<file path="src/simd_pkg.sv">
/* Shared widths, encodings and latencies of the 128-bit SIMD execution unit.
 * Every RTL file refers to these by scoped name.
 */
package simd_pkg;

    // Datapath geometry
    localparam int VLEN    = 128;
    localparam int LANE_W  = 64;
    localparam int N_LANES = VLEN / LANE_W;
    localparam int MASK_W  = VLEN / 8;        // One bit per byte-sized element
    localparam int VL_W    = 5;               // Holds 0 to 16
    localparam int TAG_W   = 4;
    localparam int IMM_W   = 5;

    // Cycles from issue to result
    localparam int ALU_LAT   = 1;
    localparam int MUL_LAT   = 2;             // SEW_8 to SEW_32
    localparam int MUL64_LAT = 3;
    localparam int MAX_LAT   = 3;

    typedef enum logic [1:0] {
        SEW_8,
        SEW_16,
        SEW_32,
        SEW_64
    } sew_e;

    typedef enum logic [3:0] {
        OP_ADD,
        OP_SUB,
        OP_AND,
        OP_OR,
        OP_XOR,
        OP_MUL,       // Low half of the product
        OP_MSEQ,
        OP_MSLT,      // Signed vs2 < vs1
        OP_MV_X_S,    // Element 0 to scalar, sign extended
        OP_EXT        // Element rs1 to scalar, zero extended
    } simd_op_e;

    // Source of the first operand
    typedef enum logic [1:0] {
        SRC_VV,
        SRC_VX,
        SRC_VI
    } src_e;

endpackage

</file>
<file path="src/operand_prep.sv">
/* First-operand selection for the SIMD lanes. A scalar register or a
 * sign-extended immediate is replicated across the vector at the element
 * width; vector-vector ops pass vs1 through unchanged.
 */
`timescale 1ns/1ps

module operand_prep (
    input  simd_pkg::sew_e              sew_i,
    input  simd_pkg::src_e              src_i,
    input  logic [simd_pkg::VLEN-1:0]   vs1_i,
    input  logic [simd_pkg::LANE_W-1:0] rs1_i,
    input  logic [simd_pkg::IMM_W-1:0]  imm_i,
    output logic [simd_pkg::VLEN-1:0]   opa_o
);

    logic [simd_pkg::LANE_W-1:0] scalar;
    logic [simd_pkg::VLEN-1:0]   splat;

    // Immediate is sign extended to the full lane, so any low slice is the
    // sign-extended value at that element width
    always_comb begin
        if (src_i == simd_pkg::SRC_VI) begin
            scalar = $signed(imm_i);
        end else begin
            scalar = rs1_i;
        end
    end

    always_comb begin
        case (sew_i)
            simd_pkg::SEW_8: begin
                splat = {(simd_pkg::VLEN/8){scalar[7:0]}};
            end
            simd_pkg::SEW_16: begin
                splat = {(simd_pkg::VLEN/16){scalar[15:0]}};
            end
            simd_pkg::SEW_32: begin
                splat = {(simd_pkg::VLEN/32){scalar[31:0]}};
            end
            default: begin
                splat = {(simd_pkg::VLEN/64){scalar}};
            end
        endcase
    end

    assign opa_o = (src_i == simd_pkg::SRC_VV) ? vs1_i : splat;

endmodule

</file>
<file path="config.mk">
export PLATFORM = sky130hd
export DESIGN_NAME = operand_prep
export DESIGN_NICKNAME = d
export VERILOG_FILES = /design/src/simd_pkg.sv /design/src/operand_prep.sv
export SDC_FILE = /design/constraint.sdc
export NUM_CORES = 1
export LEC_CHECK = 0
export BUFFER_PORTS_ARGS = -buffer_cell sky130_fd_sc_hd__buf_2
export CAP_MARGIN = 20
export CORE_AREA = 2 2 128 130
export DETAILED_ROUTE_END_ITERATION = 8
export DIE_AREA = 0 0 130 132
export SYNTH_ARGS = -nofsm -noshare
export SYNTH_HDL_FRONTEND = slang
export SYNTH_SLANG_ARGS = --single-unit
</file>
<file path="constraint.sdc">
create_clock -name vclk -period 1.9
set_clock_uncertainty 0.05 [all_clocks]
set_input_delay 0 -clock vclk [all_inputs]
set_output_delay 0 -clock vclk [all_outputs]
set_load 0.01 [all_outputs]
</file>
== After elaboration in Yosys (flattened, before gate mapping) ==
Index checks and enable logic that the tools add are counted.
W data, S select, Z words.

* Equal/unequal tests: 3
* Multiplexer cells: 3
* Reduce and logical (&&, ||, !) cells: 2

{| class="wikitable"
|+ Operator list
! operator !! number
|-
| $pmux W128 S3 || 1
|-
| $mux W128 || 1
|-
| $mux W64 || 1
|-
| $eq A2 B2 Y1 const B || 2
|-
| $logic_not A2 Y1 || 2
|-
| $eq A2 B1 Y1 const B || 1
|}

* Bits in registers: 0
* Input bits: 201
* Output and inout port bits: 128
* Word-level logic and storage cells: 8

== Logic depth before layout (Yosys ltp) ==
* Depth in word-level cells: 4
* Mapped depth: 7
* Mapped depth without buffers: 4

== Worst setup path before layout ==
Ideal clock, no wire load.

* Kind: input to output
* Start point: input port sew_i[0]
* End point: output port opa_o[43] (netlist bit)
* Arrival time: 1108 ps
* Required time: 1850 ps
* Path slack: 742 ps
* Stages: 6
* Path buffers: 2
* Cell sequence: buf_6 -> buf_4 -> nand2b_1 -> a221oi_2 -> a21oi_1 -> a221o_1

* Longest elaborated chain between the ends: 3
* Elaborated cells on any way between the ends: 5

{| class="wikitable"
|+ Ends and longest elaborated chain
! what !! line !! RTL
|-
| from (decl) || operand_prep.sv:8 || <nowiki>input simd_pkg::sew_e sew_i,</nowiki>
|-
| $eq A2 B2 Y1, or another cell as far along || operand_prep.sv:30 || <nowiki>case (sew_i)</nowiki>
|-
| $pmux W128 S3 * || operand_prep.sv:30 ||
|-
| $mux W128 * || operand_prep.sv:46 || <nowiki>assign opa_o = (src_i == simd_pkg::SRC_VV) ? vs1_i : splat;</nowiki>
|-
| to (decl) || operand_prep.sv:13 || <nowiki>output logic [simd_pkg::VLEN-1:0] opa_o</nowiki>
|}

Mark *: on every way between the ends. The rest lies on a longest branch, timed or not.

== Worst setup path after layout ==
* Start point: input port src_i[1]
* End point: output port opa_o[63] (netlist bit)

* Longest elaborated chain between the ends: 4
* Elaborated cells on any way between the ends: 5

{| class="wikitable"
|+ Ends and longest elaborated chain
! what !! line !! RTL
|-
| from (decl) || operand_prep.sv:9 || <nowiki>input simd_pkg::src_e src_i,</nowiki>
|-
| $eq A2 B2 Y1 || operand_prep.sv:22 || <nowiki>if (src_i == simd_pkg::SRC_VI) begin</nowiki>
|-
| $mux W64 || operand_prep.sv:22 ||
|-
| $pmux W128 S3 || operand_prep.sv:30 ||
|-
| $mux W128 * || operand_prep.sv:46 ||
|}

Marks and branches as above.

==> results.py <==
metrics = {
    "route": {
        "firstDrtPassIters": 5,
        "drc": 0,
        "drt_wl_total_um": 18300,
        "drtIter0Drc": 176,
        "wl_per_cell_um": 18.3,
        "via_count": 4880,
        "vias_per_cell": 4.88,
        "final_antenna_net_count": 0,
    },
    "grt": {
        "grt_pass1_vias": 4551,
        "grt_antenna_before_repair": 1,
        "grt_start_max_net_pins": 55,
        "grt.total_usage": 0.195,
        "grt_pass1_wl_um": 26000,
        "grt-ovfl-total": 0,
    },
    "timing": {
        "min_period_over_period": 0.880,
        "rsz0062_at_grt": "false",
        "max_slew.worst_pin.slew_ns": 0.599,
        "drv_slew": 0,
        "report.final.setup_viol": 0,
        "setup_slack_ns": 0.227,
        "min_period_ns": 1.67,
        "hold_viol": 0,
        "finalSetupTns_ns": 0,
        "slew_headroom": 0.600,
        "clock.fmax_mhz": 598,
    },
    "placed_design": {
        "globalplace.congestion": 0.816,
        "dpl.hpwl_um": 15600,
        "pre_cts_ws_ns": 0.258,
        "portBuffers": 329,
        "placed_cell_area_sq_um": 4930,
    },
    "cells_and_area": {
        "multiInputGateArea_sq_um": 2730,
        "postLayoutCoreUtil": 0.314,
        "fin_nets": 986,
        "drive_gt1_frac": 0.489,
        "antenna_cells": 0,
        "area_growth_pct": 61.9,
        "final_area_sq_um": 4930,
        "design.seq.count": 0,
        "layout.area.seq_sq_um": 0,
        "num-fill-cells": 1773,
        "nClkBuffers": 0,
    },
    "critical_path": {
        "startpoint_type": "primary input",
        "cp.arrival_ns": 1.62,
        "critPathRequiredTime_ns": 1.85,
        "cp_max_fo": 12,
        "cp-end-kind": "primary output",
        "crit_top_cell": "buf_2",
        "cpPeakStageDelay_ns": 0.47,
        "crit_chain": "buf_2, or3b_1, o21ai_1, o221ai_1, o21a_1, buf_2",
        "critPathKind": "primary input to primary output",
        "crit_slowest_cell": "or3b_1",
    },
    "clock_network": {
        "post-cts-setup-buffers": 0,
        "ctsHoldBuffers": 0,
        "ctsResizeCount": 0,
    },
    "yosys": {
        "synth_area_sq_um": 3040,
        "ys_seq_area_frac": 0,
        "synth_xor_area_frac": 0.00288,
        "synth-simple-area-share": 0.294,
        "netlist.top_cell.by_area": "a21o_1",
        "syn_inst": 474,
        "yosys-top-cells-count": "nand2_1, nor2_1, a21o_1",
        "synth_adder_area_share": 0,
        "synth_top_family_by_area": "compound AO/OA/AOI/OAI gates",
        "yosys.area.top_type_share": 0.128,
        "syn_avg_cell_area_sq_um": 6.42,
        "synth_area_leaders": "a21o_1, nand2_1, nor2_1",
        "syn-num-nets": 675,
        "ys_warn_count": 0,
        "ys_types": 64,
        "synth_mux_area_frac": 0.111,
        "yosysMostFrequentCell": "nand2_1",
        "synth_compound_gate_area_share": 0.488,
    },
    "floorplanning": {
        "dieWidth_um": 130,
        "fp.dieArea_sq_um": 17200,
        "fp-row-count": 46,
        "start_util": 0.194,
        "core-area_sq_um": 15700,
        "die_y_um": 132,
        "io_pins": 329,
    },
    "power": {
        "total_leakage_power_nw": 2.75,
        "ir_worst_vdd_uv": 101,
        "power_density_nw_per_um2": 322,
        "total_power_mw": 1.59,
    },
    "worst_hold_path": {
        "worstHoldPathType": "primary input to primary output",
    },
    "run_status": {
        "status": "finished clean",
    },
    "flow_run": {
        "drv_cap": 0,
    },
}
placed cells by master (no fill, tap or decap), drive strengths merged, types with 6 or more instances in the layout:
cell type  count
mux2i         21
nand2b        19
o21ai         12
a211o          6
a21o          52
a221oi        10
a211oi         8
a21oi         39
o21a          19
nor2b          6
a32o           6
nand3         10
nor2          58
buf          360
o211ai         7
nand2         72
a31oi         13
worst paths after layout:
check / start / to / slack, ns / cells after the start
setup / recovery: src_i[1] / opa_o[63] / 0.23 / 6
hold / removal: vs1_i[119] / opa_o[119] / 0.23 / 3
metal layers:
metal  part of all wire  wire length [um]  global-route usage
met4              0.012               213              0.0203
met3              0.075              1380              0.0345
met5            0.00071                13                   0
met1               0.39              7140               0.220
met2               0.52              9560               0.384
critical path, delay by kind of cell:
| family | cells | cell delay, ns |
|---|---|---|
| AOI/OAI and AO/OA | 3 | 0.79 |
| and+or+nand+nor | 1 | 0.47 |
| buffers and inverters | 2 | 0.36 |
report_power, final:
part / internal, mW / switching (mW)
Clock: 0 / 0
Sequential: 0 / 0
Combinational: 0.725 / 0.864
kinds of logic (layout without fill, tap and decap cells):
logic type      after synthesis  after routing
simple gates                189            189
compound gates              203            203
xor+xnor                      1              1
mux                          28             28
buf+inv                      53            362
cell type report:
class	count	share of cell area
inverters	2	0.00152
multi-input cells	421	0.555
well taps	216	0.0549
repair buffers	360	0.389
per-stage QoR:
stage               hold WS (ns)  cells
floorplan                 0.0651    474
finish                     0.228    999
global placement           0.226    999
detailed placement         0.226    999
global route               0.240    999
CTS                        0.229    999
(Power assumes the default switching activity.)
