$ cat src/simd_pkg.sv
/* Shared widths, encodings and latencies of the 128-bit SIMD execution unit.
 * Every RTL file refers to these by scoped name.
 */
package simd_pkg;

    // Datapath geometry
    localparam int VLEN    = 128;
    localparam int LANE_W  = 64;
    localparam int N_LANES = VLEN / LANE_W;
    localparam int MASK_W  = VLEN / 8;        // One bit per byte-sized element
    localparam int VL_W    = 5;               // Holds 0 to 16
    localparam int TAG_W   = 4;
    localparam int IMM_W   = 5;

    // Cycles from issue to result
    localparam int ALU_LAT   = 1;
    localparam int MUL_LAT   = 2;             // SEW_8 to SEW_32
    localparam int MUL64_LAT = 3;
    localparam int MAX_LAT   = 3;

    typedef enum logic [1:0] {
        SEW_8,
        SEW_16,
        SEW_32,
        SEW_64
    } sew_e;

    typedef enum logic [3:0] {
        OP_ADD,
        OP_SUB,
        OP_AND,
        OP_OR,
        OP_XOR,
        OP_MUL,       // Low half of the product
        OP_MSEQ,
        OP_MSLT,      // Signed vs2 < vs1
        OP_MV_X_S,    // Element 0 to scalar, sign extended
        OP_EXT        // Element rs1 to scalar, zero extended
    } simd_op_e;

    // Source of the first operand
    typedef enum logic [1:0] {
        SRC_VV,
        SRC_VX,
        SRC_VI
    } src_e;

endpackage

$ cat src/latency_pipe.sv
/* Latency tracking for the SIMD unit. One delay chain per latency, 1 to
 * MAX_LAT slots long. An issued instruction enters the chain that matches
 * its latency together with its computed results; the longest chain that
 * completes in a cycle owns the output, a shorter one finishing then is lost.
 */
`timescale 1ns/1ps

module latency_pipe (
    input  logic                          clk_i,
    input  logic                          rstn_i,
    input  logic                          valid_i,
    input  logic [simd_pkg::TAG_W-1:0]    tag_i,
    input  simd_pkg::simd_op_e            op_i,
    input  simd_pkg::sew_e                sew_i,
    input  logic                          use_mask_i,
    input  logic [simd_pkg::MASK_W-1:0]   vm_i,
    input  logic [simd_pkg::VL_W-1:0]     vl_i,
    input  logic [simd_pkg::VLEN-1:0]     old_vd_i,
    input  logic [simd_pkg::VLEN-1:0]     vs2_i,
    input  logic [simd_pkg::LANE_W-1:0]   rs1_i,
    input  logic [simd_pkg::VLEN-1:0]     lane_res_i,
    input  logic [simd_pkg::MASK_W-1:0]   cmp_i,
    output logic                          done_o,
    output logic [simd_pkg::TAG_W-1:0]    tag_o,
    output simd_pkg::simd_op_e            op_o,
    output simd_pkg::sew_e                sew_o,
    output logic                          use_mask_o,
    output logic [simd_pkg::MASK_W-1:0]   vm_o,
    output logic [simd_pkg::VL_W-1:0]     vl_o,
    output logic [simd_pkg::VLEN-1:0]     old_vd_o,
    output logic [simd_pkg::VLEN-1:0]     vs2_o,
    output logic [simd_pkg::LANE_W-1:0]   rs1_o,
    output logic [simd_pkg::VLEN-1:0]     lane_res_o,
    output logic [simd_pkg::MASK_W-1:0]   cmp_o
);

    localparam int OP_W  = $bits(simd_pkg::simd_op_e);
    localparam int SEW_W = $bits(simd_pkg::sew_e);
    localparam int PAY_W = simd_pkg::TAG_W + OP_W + SEW_W + 1 + 2 * simd_pkg::MASK_W
                         + simd_pkg::VL_W + 3 * simd_pkg::VLEN + simd_pkg::LANE_W;
    localparam int LAT_W = $clog2(simd_pkg::MAX_LAT + 1);

    logic [LAT_W-1:0] lat;
    logic [PAY_W-1:0] pay_in;
    logic [PAY_W-1:0] pay_out;
    logic [OP_W-1:0]  op_bits;
    logic [SEW_W-1:0] sew_bits;
    logic [simd_pkg::MAX_LAT:1] last_vld;               // Last slot of each chain
    logic [PAY_W-1:0]           last_pay [1:simd_pkg::MAX_LAT];

    always_comb begin
        if (op_i == simd_pkg::OP_MUL) begin
            lat = (sew_i == simd_pkg::SEW_64) ? LAT_W'(simd_pkg::MUL64_LAT)
                                              : LAT_W'(simd_pkg::MUL_LAT);
        end else begin
            lat = LAT_W'(simd_pkg::ALU_LAT);
        end
    end

    assign pay_in = {tag_i, op_i, sew_i, use_mask_i, vm_i, vl_i,
                     old_vd_i, vs2_i, rs1_i, lane_res_i, cmp_i};

    for (genvar c = 1; c <= simd_pkg::MAX_LAT; c++) begin : g_chain
        logic             load;
        logic [c-1:0]     vld_q;
        logic [PAY_W-1:0] pay_q [c];

        assign load = valid_i && (lat == LAT_W'(c));

        always_ff @(posedge clk_i or negedge rstn_i) begin
            if (!rstn_i) begin
                vld_q <= '0;
            end else begin
                vld_q[0] <= load;
                for (int j = 1; j < c; j++) begin
                    vld_q[j] <= vld_q[j-1];
                end
            end
        end

        always_ff @(posedge clk_i) begin
            if (load) begin
                pay_q[0] <= pay_in;
            end
            for (int j = 1; j < c; j++) begin
                pay_q[j] <= pay_q[j-1];
            end
        end

        assign last_vld[c] = vld_q[c-1];
        assign last_pay[c] = pay_q[c-1];
    end

    // Later iterations overwrite, so the longest chain wins
    always_comb begin
        done_o  = 1'b0;
        pay_out = last_pay[1];
        for (int c = 1; c <= simd_pkg::MAX_LAT; c++) begin
            if (last_vld[c]) begin
                done_o  = 1'b1;
                pay_out = last_pay[c];
            end
        end
    end

    assign {tag_o, op_bits, sew_bits, use_mask_o, vm_o, vl_o,
            old_vd_o, vs2_o, rs1_o, lane_res_o, cmp_o} = pay_out;
    assign op_o  = simd_pkg::simd_op_e'(op_bits);
    assign sew_o = simd_pkg::sew_e'(sew_bits);

endmodule

$ cat config.mk
export PLATFORM = sky130hd
export DESIGN_NAME = latency_pipe
export DESIGN_NICKNAME = d
export VERILOG_FILES = /design/src/simd_pkg.sv /design/src/latency_pipe.sv
export SDC_FILE = /design/constraint.sdc
export NUM_CORES = 2
export LEC_CHECK = 0
export BUFFER_PORTS_ARGS = -buffer_cell sky130_fd_sc_hd__buf_2
export CORE_ASPECT_RATIO = 1.5
export CORE_MARGIN = 1
export CORE_UTILIZATION = 38
export CTS_CLUSTER_DIAMETER = 40
export DETAILED_ROUTE_END_ITERATION = 8
export HOLD_SLACK_MARGIN = 0.1
export PLACE_DENSITY = 0.64
export SYNTH_ARGS = -nofsm -noshare
export SYNTH_HDL_FRONTEND = slang
export SYNTH_SLANG_ARGS = --single-unit
$ cat constraint.sdc
create_clock -name clk_i -period 1.95 [get_ports clk_i]
set_input_delay 0.39 -clock clk_i [delete_from_list [all_inputs] [get_ports clk_i]]
set_output_delay 0.39 -clock clk_i [all_outputs]
set_load 0.005 [all_outputs]
Yosys cells after proc, flatten, opt, wreduce, memory -nomap -nowiden --
Memory sizes are Yosys's and may differ from the RTL's. Cells that the tools add are included. W data, S select, Z words.
Word-level totals: flip-flop bits (word level) 6, bits in writable memories 2976, bits of input ports 499, output and inout port bits 497, logic and storage cells 27, memories 3
Memories:
- g_chain[3].pay_q | depth 3, width 496, rd ports 3, clocked after Yosys merged registers in 0, write ports 3, line latency_pipe.sv:66 | logic [PAY_W-1:0] pay_q [c];
- g_chain[2].pay_q | depth 2, width 496, rd ports 2, clocked after Yosys merged registers in 0, write ports 2, line latency_pipe.sv:66
- g_chain[1].pay_q | depth 1, width 496, rd ports 1, clocked after Yosys merged registers in 0, write ports 1, line latency_pipe.sv:66
Operators by class: equality and inequality tests 5, mux-type cells 13, reductions and logical operators 3
Operators by type and width (number):
- $mux W496 | 2
- $mux W1 | 10
- $eq A2 B2 Y1 const B | 3
- $eq A4 B3 Y1 const B | 1
- $logic_and A1 B1 Y1 | 3
- $eq A2 B1 Y1 const B | 1
- $mux W2 | 1

Logic depth before layout (Yosys ltp) --
word-level depth 7, gate-level depth with buffers 5, depth with buffers taken out 2

Worst setup path before layout --
OpenSTA, ideal clock, no wires.
path kind input-to-reg, from in op_i[3], to reg g_chain[2].vld_q[0], arrival time 36.415 ns, setup slack -38.191 ns, cell stages on the path 2, path buffers 0, path through nand4bb_1 -> nor3b_1
On the way: word-level cells in the longest chain between the ends 4
RTL lines:
- start: declaration | line latency_pipe.sv:13 | input simd_pkg::simd_op_e op_i,
- $eq A4 B3 Y1 | line latency_pipe.sv:52 | if (op_i == simd_pkg::OP_MUL) begin
- $mux W2 | line latency_pipe.sv:52
- $eq A2 B2 Y1 | line latency_pipe.sv:68 | assign load = valid_i && (lat == LAT_W'(c));
- $logic_and A1 B1 Y1 | line latency_pipe.sv:68
- net g_chain[2].load | line latency_pipe.sv:64 | logic load;
- end signal: assignment | line latency_pipe.sv:74 | vld_q[0] <= load;
- end signal: indexed assignment | line latency_pipe.sv:76 | vld_q[j] <= vld_q[j-1];
- end: declaration | line latency_pipe.sv:65 | logic [c-1:0] vld_q;
The timed path passes the listed nets, and every way through them passes these cells.

Final worst setup path --
from reg g_chain[2].vld_q[1], to out vs2_o[93] (netlist name)
On the way: word-level cells in the longest chain between the ends 2
RTL lines:
- $mux W496 (2 in a row) | line latency_pipe.sv:99 | if (last_vld[c]) begin
- end: declaration | line latency_pipe.sv:31 | output logic [simd_pkg::VLEN-1:0] vs2_o,
No other way between the ends.

==> summary.txt <==
Run status
  • Status: complete, but fails checks
  • Violations in the final reports: setup timing

Worst hold path
  • Hold WC Path Type: flip-flop to flip-flop
  • Hold Crit Endpoint: g_chain[3].pay_q[0][1196]$_DFF_P_
  • Min-delay src: g_chain[3].pay_q[0][700]$_DFF_P_
  • Hold Crit Depth: 0

Yosys
  • Unique masters post-synth: 18
  • Seq/Total Area, Yosys: just under 90%
  • Async SR Flop Fraction: less than 1%
  • Synth top cells by count: dfxtp_1 (1,488), edfxtp_1 (1,488), nand2_1 (497), mux2i_1 (496), o21ai_1 (330)
  • Mapped Cells: between 4,000 and 5,000
  • Ys flop type: edfxtp_1
  • Synth warn: 0
  • Post-synth EDFFs: 1,488
  • Syn_nets: 5,141
  • Cell taking the most area after synthesis: edfxtp_1
  • Yosys top cell area share: a little over half
  • Synthesized cell area: between 80,000 and 90,000 um^2
  • FF+latch count, synth: 2,982
  • Synthesized area per cell: approximately 18 um^2
  • Top cells by area, synth: edfxtp_1 (53%), dfxtp_1 (35%), mux2i_1 (5.9%)

Power
  • Power per cell area: between 1000 and 1500 nW/um^2
  • Lkg Pwr: around 0.042 uW
  • Internal power: between 100,000 and 150,000 uW
  • Part of the power in combinational logic: approximately 4.4%
  • Sequential power share: 51.3%
  • Design Power: approximately 130,000 uW
  • Clock network power share: between 40% and 50%
  • Max IR drop VDD: approximately 0.0011 V
  • Sw power: ~27,000 uW
  • Sw Ratio: 20.8%

Floorplan
  • Row Count: roughly 210
  • Starting Density: a little under two fifths
  • Core ar.: 222,000 um^2
  • Ports: roughly 1,000
  • Die width: ~390 um
  • Die Area: between 200,000 and 250,000 um^2
  • Die height: roughly 580 um

Route
  • Final WL: 202 mm
  • Post-DRT Antenna Nets: 0
  • Drt via density: 4.52
  • Wire per inst: 20.6 um
  • Drt drc: 0
  • Total number of vias: 44,400
  • Pre-antenna DRT Iters: 5
  • First-iteration detailed-routing DRC count: 2,091

Worst setup path
  • Critical path buffers and inverters: 5
  • Reg2Reg Depth: 0
  • CP Capture Type: output pin
  • Slowest CP cell: dfrtp_4
  • CP Max Fanout: 13
  • CP Class: flip-flop to output pin
  • Largest stage delay, worst path: ~0.5 ns
  • CP arrival: between 2 and 2.5 ns
  • Reg-to-reg setup timing slack: approximately 1.4 ns
  • Launch point of the worst reg-to-reg path: g_chain[3].pay_q[0][122]$_DFFE_PP_
  • Req. time, crit path: approximately 1.6 ns
  • R2R Path End: g_chain[3].pay_q[0][618]$_DFF_P_
  • Critical path launch point type: flip-flop
  • Critical path's most frequent cell: buf_12
  • CP delay by family, top: buffers and inverters
  • Cell Chain, Critical Path: buf_12 -> buf_16 -> buf_12 -> mux2i_2 -> o21ai_1 -> buf_4 -> buf_2

Timing
  • Worst setup margin: -0.883 ns
  • Fin. Hold Viols: 0
  • Worst Tran Pin Value: between 0.4 and 0.5 ns
  • Max Clock Skew: a little over 0.06 ns
  • Maximum clock rate: about 350 MHz
  • Setup Viol. Count Final: 497
  • Min Tclk post-route: approximately 2.8 ns
  • Normalized max-slew margin: between 60 and 70%
  • Unrepaired setup endpoints after global routing: true
  • Pins Over Slew Limit: 0
  • Hold slack final: approximately 0.29 ns
  • Setup_tns: -364.33 ns
  • Final period util: 145%

Global route
  • Initial antenna violation count: 64
  • Total grt overflow: 0
  • Met1 usage: between 10% and 20%
  • Largest net degree at the start of global routing: 72
  • Tot GR Track Use: 17.4%
  • M2 GR Usage: 30.1%
  • Vias in the first global route: between 40,000 and 50,000
  • First-pass GRT wire length: 293 mm
  • Met3 GRT Util: around 5.7%
  • Most used routing layer: met2

Clocking
  • Clk buf depth: 4
  • TritonCTS buffer count: about 300
  • Htree depth: 5
  • CTS tree: built
  • Clock sink count: ~3,000
  • Worst-path clk slew: about 0.07 ns
  • Skew-Pair Late Insertion Delay: 0.80 ns
  • Clock root buffer: clkbuf_16

Placement
  • I/O Buffers: around 1,000
  • Placer Congestion: ~0.84
  • DP HPWL: 133 mm

Job
  • Max-Cap Viols: 0

Finish
  • Synthesis-to-finish area growth: 33.7%
  • Nets: a little over 7,000
  • Share of cells above drive strength 1: 27.7%
## power groups by stage
| stage | Combinational [uW] | Clock (uW) | Sequential, uW |
|---|---|---|---|
| global route | 6150 | 62200 | 67700 |
| floorplan | 1450 | 0 | 69100 |
| finish | 5780 | 58500 | 67700 |
| global placement | 4520 | 0 | 68900 |
| detailed placement | 4580 | 0 | 69000 |
| CTS | 5730 | 59700 | 67700 |
## sequential cells by signal, summed over array words and instances, names as in the netlist
register	flops
g_chain.pay_q	2976
g_chain.vld_q	6
## placed cells by master, fill, tap and decap left out, drive strengths merged
cell         count
edfxtp        1488
dfxtp         1488
buf           1343
dlygate4sd3    498
nand2          497
mux2i          496
o21ai          496
clkbuf         387
clkinv          81
diode           44
inv             40
bufinv          32
clkinvlp        13
bufbuf           7
dfrtp            6
nand4bb          1
nor3             1
and2             1
nor3b            1
or3              1
## worst max-delay path by stage
stage,from,endpoint,slack [ns],cells past startpoint
2_1_floorplan,op_i[3],g_chain[2].vld_q[0]$_DFF_PN0_,-12.04,2
3_3_place_gp,g_chain[2].vld_q[1]$_DFF_PN0_,sew_o[0],-0.24,5
3_5_place_dp,g_chain[2].vld_q[1]$_DFF_PN0_,vs2_o[99],-0.23,5
4_1_cts,g_chain[2].vld_q[1]$_DFF_PN0_,vs2_o[97],-0.94,8
5_1_grt,g_chain[2].vld_q[1]$_DFF_PN0_,vs2_o[93],-1.00,7
6_report,g_chain[2].vld_q[1]$_DFF_PN0_,vs2_o[93],-0.88,7
## logic make-up (layout without fill, tap and decap cells)
kind of cell,Yosys count,count (layout),share of synthesized area (%)
AO/OA/AOI/OAI,496,496,2.93
buffers and inverters,166,2401,0.956
flip-flops,2982,2982,88.0
multiplexers,496,496,5.86
other,0,44,0
AND/OR/NAND/NOR,502,502,2.24
## layer usage
metal / vias up / share of wire, %
met5: - / 0.098
met4: 34 / 3.6
met3: 382 / 8.4
met2: 1443 / 50
met1: 21800 / 38
li1: 20700 / -
## repair_timing
item,in CTS,in global routing
hold endpoints to repair,1494,0
pin swaps,19,18
gates resized for setup,221,95
cloned,19,10
hold buffers,498,0
buffers inserted,17,11
setup endpoints to repair,497,497
## per-stage QoR
step	worst slack [ns]	utilization, %	cell area (um^2)	cells
4_1_cts	-0.942	50.8	113000	9747
3_3_place_gp	-0.241	43.4	96300	8670
6_report	-0.883	51.1	113000	9810
5_1_grt	-1.00	51.1	113000	9797
3_5_place_dp	-0.232	43.4	96300	8670
2_1_floorplan	-12.04	-	84800	4642
## cell type report
cell class	instances	area (um^2)
diodes	44	110
clock buffers	378	8180
clock inverters	165	2090
fillers	17500	109000
inverters	1	3.75
multi-input cells	1494	9640
flip-flops and latches	2982	74600
well taps	2889	3610
repair buffers	1857	15100
(Power assumes the default switching activity.)
